===== src/verilog/ecc_sram_pkg.sv =====
// ECC scratchpad memory shared definitions
// Widths, bank depth, the Hsiao (39,32) check matrix and the
// request/response structs of the data bus and the SRAM bank port
package ecc_sram_pkg;

  localparam int unsigned DataWidth     = 32;
  localparam int unsigned CodeWidth     = 39;
  localparam int unsigned CheckWidth    = CodeWidth - DataWidth;
  localparam int unsigned BeWidth       = DataWidth / 8;
  localparam int unsigned BankWords     = 256;
  localparam int unsigned BankAddrWidth = 8;

  // H-matrix data columns are the first 32 weight-3 vectors in order
  // Check bit j owns the unit column 1 << j
  localparam logic [DataWidth-1:0][CheckWidth-1:0] SecdedCols = {
    7'd98, 7'd97, 7'd88, 7'd84, 7'd82, 7'd81, 7'd76, 7'd74,
    7'd73, 7'd70, 7'd69, 7'd67, 7'd56, 7'd52, 7'd50, 7'd49,
    7'd44, 7'd42, 7'd41, 7'd38, 7'd37, 7'd35, 7'd28, 7'd26,
    7'd25, 7'd22, 7'd21, 7'd19, 7'd14, 7'd13, 7'd11, 7'd7
  };

  // Bus request from the master
  typedef struct packed {
    logic                 req;
    logic                 we;    // 1 means store
    logic [31:0]          addr;  // Byte address
    logic [DataWidth-1:0] wdata;
    logic [BeWidth-1:0]   be;
  } tcdm_req_t;

  // Bus response to the master
  typedef struct packed {
    logic                 gnt;
    logic [DataWidth-1:0] rdata;
    logic                 single_err; // Corrected on the way out
    logic                 multi_err;
  } tcdm_rsp_t;

  // Codeword access to the bank
  typedef struct packed {
    logic                     req;
    logic                     we;
    logic [BankAddrWidth-1:0] addr;
    logic [CodeWidth-1:0]     wdata;
  } bank_req_t;

endpackage


===== src/verilog/secded_39_32_enc.sv =====
// Hsiao SECDED (39,32) encoder
// Data passes through in the low 32 bits; each of the 7 check bits is
// the parity of the data bits whose matrix column has that bit set
`timescale 1ns/1ps

module secded_39_32_enc (
  input  logic [ecc_sram_pkg::DataWidth-1:0] data_i,
  output logic [ecc_sram_pkg::CodeWidth-1:0] code_o
);

  import ecc_sram_pkg::*;

  logic [CheckWidth-1:0] check;

  // Accumulate the column of every set data bit
  always_comb begin : proc_check
    check = '0;
    for (int i = 0; i < DataWidth; i++) begin
      check = check ^ ({CheckWidth{data_i[i]}} & SecdedCols[i]);
    end
  end

  assign code_o = {check, data_i};

endmodule


===== src/verilog/secded_39_32_dec.sv =====
// Hsiao SECDED (39,32) decoder
// Recomputes the check bits over the received data and compares them with
// the stored ones. An odd syndrome is a single error and is corrected when
// it points at a data bit; a nonzero even syndrome is a double error.
`timescale 1ns/1ps

module secded_39_32_dec (
  input  logic [ecc_sram_pkg::CodeWidth-1:0]                         code_i,
  output logic [ecc_sram_pkg::DataWidth-1:0]                         data_o,
  output logic [ecc_sram_pkg::CodeWidth-ecc_sram_pkg::DataWidth-1:0] syndrome_o,
  output logic                                                       single_err_o,
  output logic                                                       multi_err_o
);

  import ecc_sram_pkg::*;

  logic [CheckWidth-1:0] syndrome;
  logic                  odd_weight;

  // Stored check bits xor recomputed ones
  always_comb begin : proc_syndrome
    syndrome = code_i[CodeWidth-1:DataWidth];
    for (int i = 0; i < DataWidth; i++) begin
      syndrome = syndrome ^ ({CheckWidth{code_i[i]}} & SecdedCols[i]);
    end
  end

  // Flip the one data bit whose column matches
  always_comb begin : proc_correct
    for (int i = 0; i < DataWidth; i++) begin
      data_o[i] = code_i[i] ^ (syndrome == SecdedCols[i]);
    end
  end

  assign odd_weight   = ^syndrome;
  assign syndrome_o   = syndrome;
  assign single_err_o = odd_weight;                 // Check-bit hits land here too
  assign multi_err_o  = (|syndrome) & ~odd_weight;

endmodule


===== src/verilog/ecc_scrubber.sv =====
// Background ECC scrubber
// Passes the access port through to the bank. On a trigger it reads the
// word at its address counter in an idle cycle, checks it the next cycle,
// writes back corrected single errors and reports double errors.
`timescale 1ns/1ps

module ecc_scrubber (
  input  logic                               clk_i,
  input  logic                               rst_ni,
  input  logic                               scrub_trigger_i,
  output logic                               bit_corrected_o,
  output logic                               uncorrectable_o,
  input  ecc_sram_pkg::bank_req_t            intc_req_i,
  output logic [ecc_sram_pkg::CodeWidth-1:0] intc_rdata_o,
  output ecc_sram_pkg::bank_req_t            bank_req_o,
  input  logic [ecc_sram_pkg::CodeWidth-1:0] bank_rdata_i
);

  import ecc_sram_pkg::*;

  typedef enum logic [1:0] {IDLE, READ, CHECK} scrub_state_e;

  scrub_state_e             state_d, state_q;
  logic                     pending_d, pending_q;
  logic [BankAddrWidth-1:0] addr_d, addr_q;
  logic                     fix_d, fix_q;
  logic                     uncorr_d, uncorr_q;
  logic                     done;

  logic [DataWidth-1:0]     fixed_data;
  logic [CodeWidth-1:0]     fixed_code;
  logic                     single_err;
  logic                     multi_err;
  bank_req_t                scrub_req;

  // Checks the word read in the previous cycle
  secded_39_32_dec u_dec (
    .code_i       (bank_rdata_i),
    .data_o       (fixed_data),
    .syndrome_o   (),
    .single_err_o (single_err),
    .multi_err_o  (multi_err)
  );

  // Clean codeword for the fix write
  secded_39_32_enc u_enc (
    .data_i (fixed_data),
    .code_o (fixed_code)
  );

  always_comb begin : proc_fsm
    state_d         = state_q;
    addr_d          = addr_q;
    fix_d           = 1'b0;
    uncorr_d        = 1'b0;
    done            = 1'b0;
    scrub_req       = '0;
    scrub_req.addr  = addr_q;
    scrub_req.wdata = fixed_code;

    unique case (state_q)
      IDLE: begin
        if (pending_q || scrub_trigger_i) state_d = READ;
      end
      READ: begin
        // Wait for a cycle the access port leaves free
        if (!intc_req_i.req) begin
          scrub_req.req = 1'b1;
          state_d       = CHECK;
        end
      end
      CHECK: begin
        if (intc_req_i.req) begin
          state_d = READ;    // Drop the result and read again while the port is busy
        end else begin
          done    = 1'b1;
          state_d = IDLE;
          addr_d  = addr_q + 1'b1; // Wraps at the bank end
          if (single_err) begin
            scrub_req.req = 1'b1;
            scrub_req.we  = 1'b1;
            fix_d         = 1'b1;
          end else if (multi_err) begin
            uncorr_d = 1'b1;
          end
        end
      end
      default: state_d = IDLE;
    endcase
  end

  // A trigger arriving as a pass completes queues the next one
  assign pending_d = scrub_trigger_i | (pending_q & ~done);

  always_ff @(posedge clk_i or negedge rst_ni) begin : proc_state
    if (!rst_ni) begin
      state_q   <= IDLE;
      pending_q <= 1'b0;
      addr_q    <= '0;
      fix_q     <= 1'b0;
      uncorr_q  <= 1'b0;
    end else begin
      state_q   <= state_d;
      pending_q <= pending_d;
      addr_q    <= addr_d;
      fix_q     <= fix_d;
      uncorr_q  <= uncorr_d;
    end
  end

  // The access port always has priority
  assign bank_req_o      = intc_req_i.req ? intc_req_i : scrub_req;
  assign intc_rdata_o    = bank_rdata_i;
  assign bit_corrected_o = fix_q;
  assign uncorrectable_o = uncorr_q;

endmodule


===== config.mk =====
export PLATFORM = sky130hd
export DESIGN_NAME = ecc_scrubber
export DESIGN_NICKNAME = d
export VERILOG_FILES = /design/src/verilog/ecc_sram_pkg.sv /design/src/verilog/secded_39_32_enc.sv /design/src/verilog/secded_39_32_dec.sv /design/src/verilog/ecc_scrubber.sv
export SDC_FILE = /design/constraint.sdc
export NUM_CORES = 1
export LEC_CHECK = 0
export ABC_AREA = 1
export CAP_MARGIN = 20
export CORE_AREA = 2 2 97 99
export DETAILED_ROUTE_END_ITERATION = 10
export DIE_AREA = 0 0 99 101
export DONT_BUFFER_PORTS = 1
export PLACE_DENSITY = 0.86
export SLEW_MARGIN = 10
export SYNTH_ARGS = -nofsm -noshare
export SYNTH_HDL_FRONTEND = slang
export SYNTH_SLANG_ARGS = --single-unit

===== constraint.sdc =====
create_clock -name clk_i -period 4 [get_ports clk_i]
set_input_delay 0.4 -clock clk_i [delete_from_list [all_inputs] [get_ports clk_i]]
set_output_delay 0.4 -clock clk_i [all_outputs]
set_load 0.01 [all_outputs]

* Yosys cells after proc, flatten, opt, wreduce, memory -nomap -nowiden
Cells that the tools add are included.
Cells by class: $add $sub $neg 1, equal/unequal tests 36, multiplexer cells 17, bitwise operators 101, reduce and logical (&&, ||, !) cells 6
Operator list (number):
- $xor A7 B7 Y7 | 24
- $xor A7 B6 Y7 | 20
- $eq A7 B7 Y1 const B | 12
- $xor A7 B5 Y7 | 12
- $eq A7 B6 Y1 const B | 10
- $mux W49 | 1
- $eq A7 B5 Y1 const B | 6
- $xor A7 B4 Y7 | 5
- $xor A1 B1 Y1 | 32
- $eq A7 B4 Y1 const B | 3
- $mux W1 | 11
- $add A8 B1 Y8 const B | 1
- $eq A7 B3 Y1 const B | 1
- $reduce_or A7 Y1 | 1
- $reduce_xor A7 Y1 | 1
- $xor A7 B3 Y7 | 1
- $mux W2 | 3
- $pmux W2 S3 | 1
- $ne A2 B2 Y1 const B | 2
- $reduce_and A2 Y1 | 2
- $xor A3 B4 Y4 | 1
- $not A1 Y1 | 3
- $and A1 B1 Y1 | 2
- $eq A2 B1 Y1 const B | 1
- 5 further kinds | 5
Storage, ports and cells: bits in registers 13, input bits 91, output and inout port bits 90, logic and storage cells 166

* Longest topological paths before layout
Gate-level depths: netlist of the first run.
depth after elaboration 66, gate-level depth with buffers 29, depth with buffers taken out 29

* Hierarchy
Synthesis of the first run repeated with hierarchy kept, for this count alone.
Unflattened totals: cell total of the unflattened synthesis 997, area, all modules 5350.1 µm²
Modules (own cells, without submodules):
- secded_39_32_dec | instances 1, cells each 460, area each 2377.3 µm²
- ecc_scrubber | instances 1, cells each 271, area each 1569.0 µm²
- secded_39_32_enc | instances 1, cells each 266, area each 1403.8 µm²

* Worst setup path after synthesis of the first run
No wires, ideal clock.
path kind input to output, start point input bank_rdata_i[8] (netlist bit), end point output bank_req_o[34] (netlist bit), data arrival time 3000 ps, data required time 3600 ps, path slack 600 ps, stages 20, path buffers 1, cells stage by stage buf_2 > xnor2_1 > xor2_1 > xor2_1 > xor2_1 > xor2_1 > inv_1 > ha_1 > inv_1 > nor2_4 > nand2_1 > xor2_1 > nand2_1 > nand2_1 > xor2_1 > nand2_1 > nand2_1 > nand2_1 > nand3_1 > nand2_1
RTL lines:
- from (decl) | RTL line ecc_scrubber.sv:16 | input logic [ecc_sram_pkg::CodeWidth-1:0] bank_rdata_i
- to (decl) | RTL line ecc_scrubber.sv:15 | output ecc_sram_pkg::bank_req_t bank_req_o,

==> results.md, run 1 <==
- Status: completed
- Req. time, crit path: 3.60 ns
- Yosys top cell by area: nand2_1
- Synthesis Warnings: 0
- Total Power: 0.001985 W
- Synth unique cells: 37
- Final worst slack: 0.2263 ns
- Arr. time, crit path: 3.37 ns
- P_int: 0.0007804 W
- Rel. slew slack: 0.6074
- Clock root buffer master: clkbuf_8
- Worst-Margin Slew: 0.5870 ns
- Max Clock Freq: 0.2650 GHz
- Largest net degree at the start of global routing: 93
- Initial antenna violation count: 0
- Cell area after synthesis: 0.005230 mm^2
- Net Switching: 0.001205 W
- Clk pwr share: 0.060
- Post-synth EDFFs: 0
- CTS HTree Levels: 1
- Die area: 0.009999 mm^2
- Vias in the first global route: 5120
- Leading cell type in the layout, fill and taps excluded: nand2_1
- Final worst path period share: 0.9434
- Critical path capture point type: primary output
- GRT overflow: 0
- Post-Layout Cell Count: 1020
- Post-synthesis area per instance: 5.414 um^2
- Boundary pin count: 181
- Initial Util: 0.5826
- Worst-path clk slew: 0.06 ns
- Final Max Slew Viols: 0
- Final Hold Fails: 0
- Pre-CTS setup slack: 0.09503 ns
- Pwr Density: 388.1 mW/mm^2
- Syn nets: 1071
- Most frequent cells in the layout: nand2_1 (434), nand3_1 (100), inv_1 (72)
- CTS Buffer Depth: 2
- Combinational Power Share: 0.831
- Drt first pass iters: 5
- Main area contributors after synthesis: nand2_1 (32%), nand3_1 (9.6%), xor2_1 (8.2%), xnor2_1 (6.4%), dfrtp_1 (6.2%)
- Core area: 0.008977 mm^2
- Synth top area share: 0.3151
- Final setup fails: 0
- Max Clock Skew: 0.002033 ns
- Seq/Total Area, Yosys: 0.06220
- Sw Ratio: 0.6069
- Flops & latches, synth: 13
- 1st-iter DRT viols: 448
- ANT nets after route: 0
- GPL Wtd Cong: 0.9778
- Crit start category: input pin
- Leakage: 2.862 nW
- Hpwl dp: 13.15 mm
- PortBufs: 0
- Latest clock arrival within the worst-skew pair: 0.24 ns
- Via density per instance: 5.527
- Max-cap violation count: 0
- Nets: 1015
- Util after Layout: 0.5698
- Final wirelength: 15.93 mm
- DR WL/cell: 15.62 um
- Part of the power in registers: 0.109
- CTS sink cnt: 13
- CP Class: input pin to primary output
- CTS buffer count: 3
- Placed Cells incl. Taps: 1014
- CTS tree: yes
- Ys flop type: dfrtp_1
- Total GRT Usage: 0.3133
- Chip height: 101 um
- Design area: 0.005115 mm^2
- RSZ-0062 raised after global routing: true
- Largest fanout on the critical path: 6
- ANT cells: 0
- DP Area: 0.004959 mm^2
- Via count: 5638
- Max VDD drop: 239.8 uV
- FFs w/ async S/R, synth: 1.000
- Area grow syn2layout: -2.201%
- Layout cells sized above 1: 0.1210
- Mapped Cells: 966
- Hold Path Class: input pin to flop
- Remaining DRCs: 0
- Die width: 99 um
- Fin crit period: 3.774 ns
- First-pass GRT wire length: 25.14 mm
- Site Rows: 35
path summary, 6_finish.rpt:
kind | start | end | cells past startpoint | slack, ns
max | bank_rdata_i[22] | bank_req_o[36] | 25 | 0.23
min | intc_req_i[48] | bit_corrected_o | 1 | 0.23
max reg2reg | state_q[0] | addr_q[7] | 8 | 2.21
min reg2reg | addr_q[3] | addr_q[3] | 2 | 0.53
max in group asynchronous | rst_ni | uncorrectable_o | 1 | 3.02
min in group asynchronous | rst_ni | addr_q[7] | 1 | 0.60
power groups by stage:
| stage | Combinational (W) | Sequential (W) | Clock [W] |
|---|---|---|---|
| global placement | 0.00153 | 0.000215 | 0 |
| CTS | 0.00158 | 0.000216 | 0.000122 |
| floorplan | 0.00135 | 0.000210 | 0 |
| detailed placement | 0.00157 | 0.000219 | 0 |
| global route | 0.00183 | 0.000222 | 0.000130 |
| finish | 0.00165 | 0.000216 | 0.000119 |
stage by stage:
| step | hold slack (ns) | TNS (ns) |
|---|---|---|
| 2_1_floorplan | 0.1044 | 0 |
| 3_3_place_gp | 0.1047 | 0 |
| 3_5_place_dp | 0.1047 | 0 |
| 4_1_cts | 0.2177 | 0 |
| 5_1_grt | 0.2098 | -0.02437 |
| 6_report | 0.2317 | 0 |
timing repair:
item / 4_1_cts / 5_1_grt
endpoints found under the hold margin: 13 / 0
hold buffers: 1 / 0
buffers inserted: 0 / 1
resized for setup: 0 / 23
setup endpoints to repair: 0 / 7
synth_stat cells (6+ instances only):
master and count:
buf_2 8, nor2_4 6, nand2_2 12, nand3_1 100, inv_2 35, inv_1 75, ha_1 14, clkbuf_1 12
dfrtp_1 13, nand4_1 8, o21ai_0 47, nand3_2 9, buf_4 41, xnor2_1 38, xor2_1 49, nor2_1 18
nand2_1 439
metal layers:
| metal | part of all wire | GRT usage | vias to the layer above |
|---|---|---|---|
| met5 | 0 | 0 | - |
| met3 | 0.10 | 0.06241 | 45 |
| met1 | 0.40 | 0.3810 | 2469 |
| met4 | 0.028 | 0.1096 | 0 |
| li1 | - | - | 2809 |
| met2 | 0.47 | 0.5494 | 315 |
final cells by class:
class / count / area, um^2
clock buffer: 3 / 41.29
clock inverter: 1 / 5.005
fill: 925 / 3862
inverter: 115 / 436.7
multi-input combinational: 773 / 4135
sequential: 13 / 325.3
tap: 111 / 138.9
timing repair buffer: 4 / 32.53
cell families (layout without fill, tap and decap cells):
kind of cell             Yosys count  count (layout)  synth area share
AND/OR/NAND/NOR                  614             614            0.5227
buffers and inverters            180             123            0.1639
XOR/XNOR                          93              93            0.1644
AO/OA/AOI/OAI                     52              52           0.05335
adder cells (fa/ha/maj)           14              14           0.03349
flip-flops                        13              13           0.06220
flip-flops by register name (all words and copies together) (netlist names):
name and count:
addr_q 8, bit_corrected_o 1, pending_q 1, state_q 2
uncorrectable_o 1
worst max-delay path, stage by stage:
cell	delay, ns
inv_2	0.07
nand2_1	0.08
nand2_1	0.08
xor2_1	0.20
xor2_1	0.22
xor2_1	0.20
xor2_1	0.33
inv_1	0.14
ha_2	0.25
inv_2	0.11
nor2_4	0.07
nand2_1	0.07
nand2_1	0.07
nand2_1	0.14
nand2_1	0.14
nand2_1	0.12
nand2_1	0.06
nand2_1	0.08
nand3_1	0.07
nand2_1	0.14
inv_1	0.05
nand2_1	0.08
nand2_1	0.05
nand2_1	0.05
nand3_1	0.12
Note: power is estimated with default switching activity, not from simulation.
==> run 2: changes to the inputs <==
Settings changed: CORE_AREA 2 2 97 99 to 2 2 102 94, DIE_AREA 0 0 99 101 to 0 0 104 96, SETUP_SLACK_MARGIN from default to 0.3.
==> run 2 against run 1 <==
  * Via count increased by 3.7%
  * Clock power decreased by 4%
  * Setup slack improved by 0.15 ns
  * First-iteration DRC count increased by 6.7%
  * Critical path type unchanged
  * Largest power group unchanged
==> results.md, run 2 (synthesized netlist as in run 1, its figures left out) <==
- Initial Util: 0.5864
- Multi-input gate area: 0.004506 mm^2
- First-pass GRT wire length: 23.73 mm
- Final wirelength: 15.88 mm
- Site Rows: 33
- Hpwl dp: 12.56 mm
- Hold Path Class: input pin to flop
- Worst R2R Setup Slack: 2.11 ns
- Drt first pass iters: 6
- CTS buffer count: 3
- CTS tree: yes
- Core area: 0.008919 mm^2
- Total GRT Usage: 0.2966
- Final setup fails: 0
- Biggest register: addr_q
- ANT cells: 0
- Max-cap violation count: 0
- Max Clock Freq: 0.2756 GHz
- Storage element area: 325.3 um^2
- Chip height: 96 um
- CTS sink cnt: 13
- Most frequent cells in the layout: nand2_1 (388), nand3_1 (91), inv_1 (68)
- Arr. time, crit path: 3.23 ns
- Worst-path clk slew: 0.05 ns
- Req. time, crit path: 3.60 ns
- R2R Path Start: state_q[0]
- Max VDD drop: 268.7 uV
- GPL Wtd Cong: 1.054
- Reg-to-Reg End: addr_q[7]
- CTS HTree Levels: 1
- Die width: 104 um
- Final Max Slew Viols: 0
- R2r worst-path depth: 8
- Hold Path End: bit_corrected_o
- Pwr Density: 401.5 mW/mm^2
- Vias in the first global route: 4997
- Clock root buffer master: clkbuf_8
- PortBufs: 0
- Total Power: 0.002278 W
- Status: completed
- Worst-Margin Slew: 0.5698 ns
- CTS Buffer Depth: 2
- Max reg flops: 8
- Util after Layout: 0.6362
- Area grow syn2layout: 8.493%
- Leakage: 3.051 nW
- Via density per instance: 5.552
- RSZ-0062 raised after global routing: true
- Max Clock Skew: 0.0007145 ns
- Setup TNS: 0 ns
- Latest clock arrival within the worst-skew pair: 0.24 ns
- Largest net degree at the start of global routing: 93
- Remaining DRCs: 0
- Final worst path period share: 0.9071
- DR WL/cell: 15.08 um
- Min-Delay Startpoint: intc_req_i[48]
- Leading cell type in the layout, fill and taps excluded: nand2_1
- Nets: 1037
- Largest regs: addr_q: 8 flops, state_q: 2 flops
- Critical path capture point type: primary output
- Rel. slew slack: 0.6189
- FILL cells: 819
- ANT nets after route: 0
- Initial antenna violation count: 0
- Die area: 0.009984 mm^2
- Crit start category: input pin
- Boundary pin count: 181
- 1st-iter DRT viols: 478
- Hold-critical path depth: 1
- Largest fanout on the critical path: 6
- Fin crit period: 3.628 ns
- Layout cells sized above 1: 0.2213
- Via count: 5846
- Final Hold Fails: 0
- CP Class: input pin to primary output
- GRT overflow: 0
run 2: cell count changes in the layout (fill, tap and decap cells not counted), moves of 6 or more:
cell and delta:
xnor2_1 -8, buf_4 +18, nand2_1 -46, nand2_2 +40, nand2_4 +6, inv_4 +6
nand3_1 -9, xnor2_2 +8, nand3_2 +7
run 2: repair_timing:
item                       4_1_cts  5_1_grt
hold endpoints to repair        13        0
gates cloned                     0        2
pin swaps                        0       40
buffers inserted                 0       20
resized for setup                6      117
hold buffers                     1        0
setup endpoints to repair        7        7
run 2: routing by layer:
layer | part of all wire | wire length (um) | vias up | GRT usage
li1 | - | - | 2860 | -
met1 | 0.40 | 6330 | 2572 | 0.3624
met2 | 0.47 | 7410 | 365 | 0.5345
met3 | 0.11 | 1668 | 49 | 0.05146
met4 | 0.029 | 466 | 0 | 0.09910
met5 | 0 | 0 | - | 0
run 2: worst max-delay path: stages:
cell and delay [ns]:
xor2_1 0.16, xnor2_1 0.27, xnor2_1 0.17, xor2_1 0.26
xor2_2 0.16, inv_2 0.13, ha_4 0.18, inv_4 0.06
nor2_4 0.18, nand2_2 0.12, xor2_2 0.26, nand2_1 0.13
nand2_1 0.13, nand2_1 0.06, nand2_1 0.11, nand3_1 0.09
nand2_1 0.08, inv_1 0.04, nand2_1 0.04, nand3_1 0.06
nand2_1 0.12
run 2: worst max-delay path by stage:
stage | startpoint | endpoint | slack, ns | cells after the start
final | bank_rdata_i[14] | bank_req_o[32] | 0.37 | 21
after global placement | bank_rdata_i[10] | bank_req_o[38] | 0.26 | 19
after global routing | bank_rdata_i[14] | bank_req_o[33] | 0.20 | 21
after floorplan | bank_rdata_i[8] | bank_req_o[34] | 0.60 | 20
after CTS | bank_rdata_i[22] | bank_req_o[38] | 0.30 | 21
after detailed placement | bank_rdata_i[10] | bank_req_o[38] | 0.24 | 19
run 2: stage by stage:
stage	std cells	cell area, um^2	setup WS, ns	hold slack (ns)
floorplan	966	5230	0.6001	0.1044
global placement	1026	4980	0.2596	0.1047
detailed placement	1026	4980	0.2362	0.1047
CTS	1031	5065	0.3025	0.2198
global route	1053	5674	0.2013	0.2168
finish	1053	5674	0.3717	0.2210
run 2: power by group:
group | switching (W) | total (W) | internal (W)
registers | 0.0000325 | 0.000214 | 0.000181
clock network | 0.0000442 | 0.000114 | 0.0000702
logic | 0.00126 | 0.00195 | 0.000690
total | 0.00134 | 0.00228 | 0.000941
run 2: cell type report:
| type | instances | share of cell area |
|---|---|---|
| Timing Repair Buffer | 24 | 0.03352 |
| Tap cell | 122 | 0.02690 |
| Clock buffer | 4 | 0.007938 |
| Multi-Input combinational cell | 774 | 0.7940 |
| Sequential cell | 13 | 0.05733 |
| Timing Repair inverter | 1 | 0.001103 |
| Inverter | 115 | 0.07916 |
==> run 3: changes to the inputs <==
Settings changed: CORE_AREA 2 2 102 94 to 2 2 103 95, DIE_AREA 0 0 104 96 to 0 0 105 97, RECOVER_POWER from default to 100, SYNTH_HIERARCHICAL from default to 1.
==> run 3 against run 2 <==
  * Critical path depth shrank 2
  * First-iteration DRC count grew 13%
  * Combinational power fell by 11%
  * Die area is 2.0% higher
==> results.md, run 3 <==
- Status: completed
- Clock root buffer master: clkbuf_8
- Min-Delay Startpoint: scrub_trigger_i
- Chip height: 97 um
- CTS Buffer Depth: 2
- Met3 GRT Util: 0.03235
- FFs w/ async S/R, synth: 1.000
- Final Max Slew Viols: 0
- Req. time, crit path: 3.60 ns
- Synthesis Warnings: 6
- Boundary pin count: 181
- Total Power: 0.002069 W
- Main area contributors after synthesis: nand2_1 (32%), buf_4 (10%), xnor2_1 (9.8%), xor2_1 (8.7%), inv_1 (8.2%)
- Largest regs: addr_q: 8 flops, state_q: 2 flops
- Ys flop type: dfrtp_1
- Busiest grt layer: met2
- Final Hold Fails: 0
- DR WL/cell: 15.14 um
- Flops & latches, synth: 13
- Drt first pass iters: 5
- Max-cap violation count: 0
- Cell area after synthesis: 0.005350 mm^2
- Placed Cells incl. Taps: 1015
- Rel. slew slack: 0.1471
- Nets: 1023
- Largest net degree at the start of global routing: 58
- Mapped Cells: 997
- Max Clock Skew: 0.0004689 ns
- Final wirelength: 15.70 mm
- ANT cells: 0
- Yosys top cell by area: nand2_1
- Worst-Margin Slew: 1.278 ns
- 1st-iter DRT viols: 539
- Hold Path Class: input pin to flop
- Area grow syn2layout: 1.146%
- Synth unique cells: 27
- CTS sink cnt: 13
- Final worst path period share: 0.9178
- Top-count cell post-synth: nand2_1
- Largest fanout on the critical path: 5
- Largest stage delay, worst path: 0.38 ns
- Remaining DRCs: 0
- Max VDD drop: 410.4 uV
- Initial Util: 0.5944
- Hpwl dp: 11.84 mm
- Latest clock arrival within the worst-skew pair: 0.24 ns
- Final setup fails: 0
- Initial antenna violation count: 0
- CTS tree: yes
- GRT overflow: 0
- ANT nets after route: 0
- Die area: 0.01019 mm^2
- Met1 Usage GRT: 0.3863
- Vias in the first global route: 4762
- Setup TNS: 0 ns
- CP Class: input pin to primary output
- Core area: 0.009001 mm^2
- Leakage: 3.185 nW
- Cell-by-cell trace of the critical path: inv_1 > nand2_1 > nand2_1 > xor2_1 > xnor2_1 > xor2_2 > ha_2 > nand2_1 > inv_2 > nand4_1 > nand2_1 > xnor2_2 > xor2_1 > nand2_1 > nand2_1 > nor2_1 > nor2_1 > nand2_1 > nand2_1
- Worst Setup SP: bank_rdata_i[15]
- Post-synth EDFFs: 0
- Leading cell type in the layout, fill and taps excluded: nand2_1
- Total GRT Usage: 0.2836
- Pwr Density: 382.3 mW/mm^2
- GPL Wtd Cong: 0.9890
- Synth top area share: 0.3241
- First-pass GRT wire length: 23.72 mm
- CTS HTree Levels: 1
- Synth cell count leaders: nand2_1 (462), inv_1 (117), buf_4 (74)
- RSZ-0062 raised after global routing: true
- Die width: 105 um
- FILL cells: 891
- Syn nets: 1104
- Site Rows: 33
- Layout cells sized above 1: 0.1563
- Post-synthesis area per instance: 5.366 um^2
- Post-Layout Cell Count: 1037
- Max Clock Freq: 0.2724 GHz
- Worst-path clk slew: 0.05 ns
- Via density per instance: 5.365
- PortBufs: 0
- Most frequent cells in the layout: nand2_1 (414), inv_1 (104), nand3_1 (65)
- CP max-delay cell: xnor2_1
- Via count: 5564
- Critical path capture point type: primary output
- Fin crit period: 3.671 ns
- Biggest register: addr_q
- Grt met2 use: 0.4720
- CTS buffer count: 3
- Crit-path most repeated cell: nand2_1
- Arr. time, crit path: 3.27 ns
- Crit start category: input pin
- Seq/Total Area, Yosys: 0.06080
- R2R Path Start: state_q[0]
- Max reg flops: 8
## run 3: report_power, final
part           switching (W)  leakage [nW]  total (W)  internal [W]
registers          0.0000419         0.154   0.000216      0.000174
logic                0.00112          3.01    0.00174      0.000618
clock network      0.0000454        0.0255   0.000114     0.0000687
## run 3: worst paths after layout
kind / end / slack (ns) / depth (start not counted)
worst max-delay path: bank_req_o[33] / 0.33 / 19
worst min-delay path: pending_q / 0.30 / 2
worst max register to register: addr_q[5] / 2.47 / 7
worst min register to register: addr_q[3] / 0.52 / 1
max in group asynchronous: uncorrectable_o / 3.04 / 1
min in group asynchronous: addr_q[7] / 0.59 / 1
## run 3: metrics by stage
step	setup WS [ns]	hold WS (ns)	cell area (um^2)	utilization
floorplan	0.5925	0.1044	5350	-
finish	0.3290	0.2959	5411	0.6012
global placement	0.2371	0.1047	4783	0.5314
CTS	0.2792	0.2917	4855	0.5393
detailed placement	0.2250	0.1047	4783	0.5314
global route	0.1147	0.3152	5411	0.6012
## run 3: kinds of logic (layout without fill, tap and decap cells)
| family | Yosys count | in the layout | share of synthesized area |
|---|---|---|---|
| xor gates and xnor gates | 113 | 113 | 0.1850 |
| AOI/OAI and AO/OA | 17 | 17 | 0.01871 |
| buffers and inverters | 234 | 152 | 0.2271 |
| adders and majority gates | 16 | 16 | 0.03742 |
| DFF | 13 | 13 | 0.06080 |
| and+or+nand+nor | 604 | 604 | 0.4710 |
## run 3: what timing repair did
action                                  4_1_cts  5_1_grt
resized for setup                             5      128
endpoints found under the hold margin        13        0
buffers inserted                              0       17
hold buffers                                  1        0
pin swaps                                     0       46
endpoints found under the setup margin        4        7
## run 3: final cells by class
class | instances | area, um^2 | area share
flip-flops and latches | 13 | 325.3 | 0.06012
repair buffers | 20 | 152.6 | 0.02821
clock inverters | 1 | 5.005 | 0.0009249
clock buffers | 3 | 41.29 | 0.007630
well taps | 122 | 152.6 | 0.02821
multi-input cells | 750 | 4242 | 0.7838
inverters | 128 | 493.0 | 0.09110
## run 3: layer usage
| layer | part of all wire | vias up | wire length (um) |
|---|---|---|---|
| met1 | 0.41 | 2462 | 6402 |
| met2 | 0.46 | 309 | 7274 |
| met3 | 0.098 | 45 | 1536 |
| met5 | 0 | - | 0 |
| met4 | 0.031 | 0 | 485 |
| li1 | - | 2748 | - |
## run 3: worst max-delay path: cells and delay by family
| kind | cells | cell delay [ns] |
|---|---|---|
| fa+ha+maj | 1 | 0.29 |
| simple gates | 11 | 1.20 |
| buf+inv | 2 | 0.18 |
| xor+xnor | 5 | 1.18 |
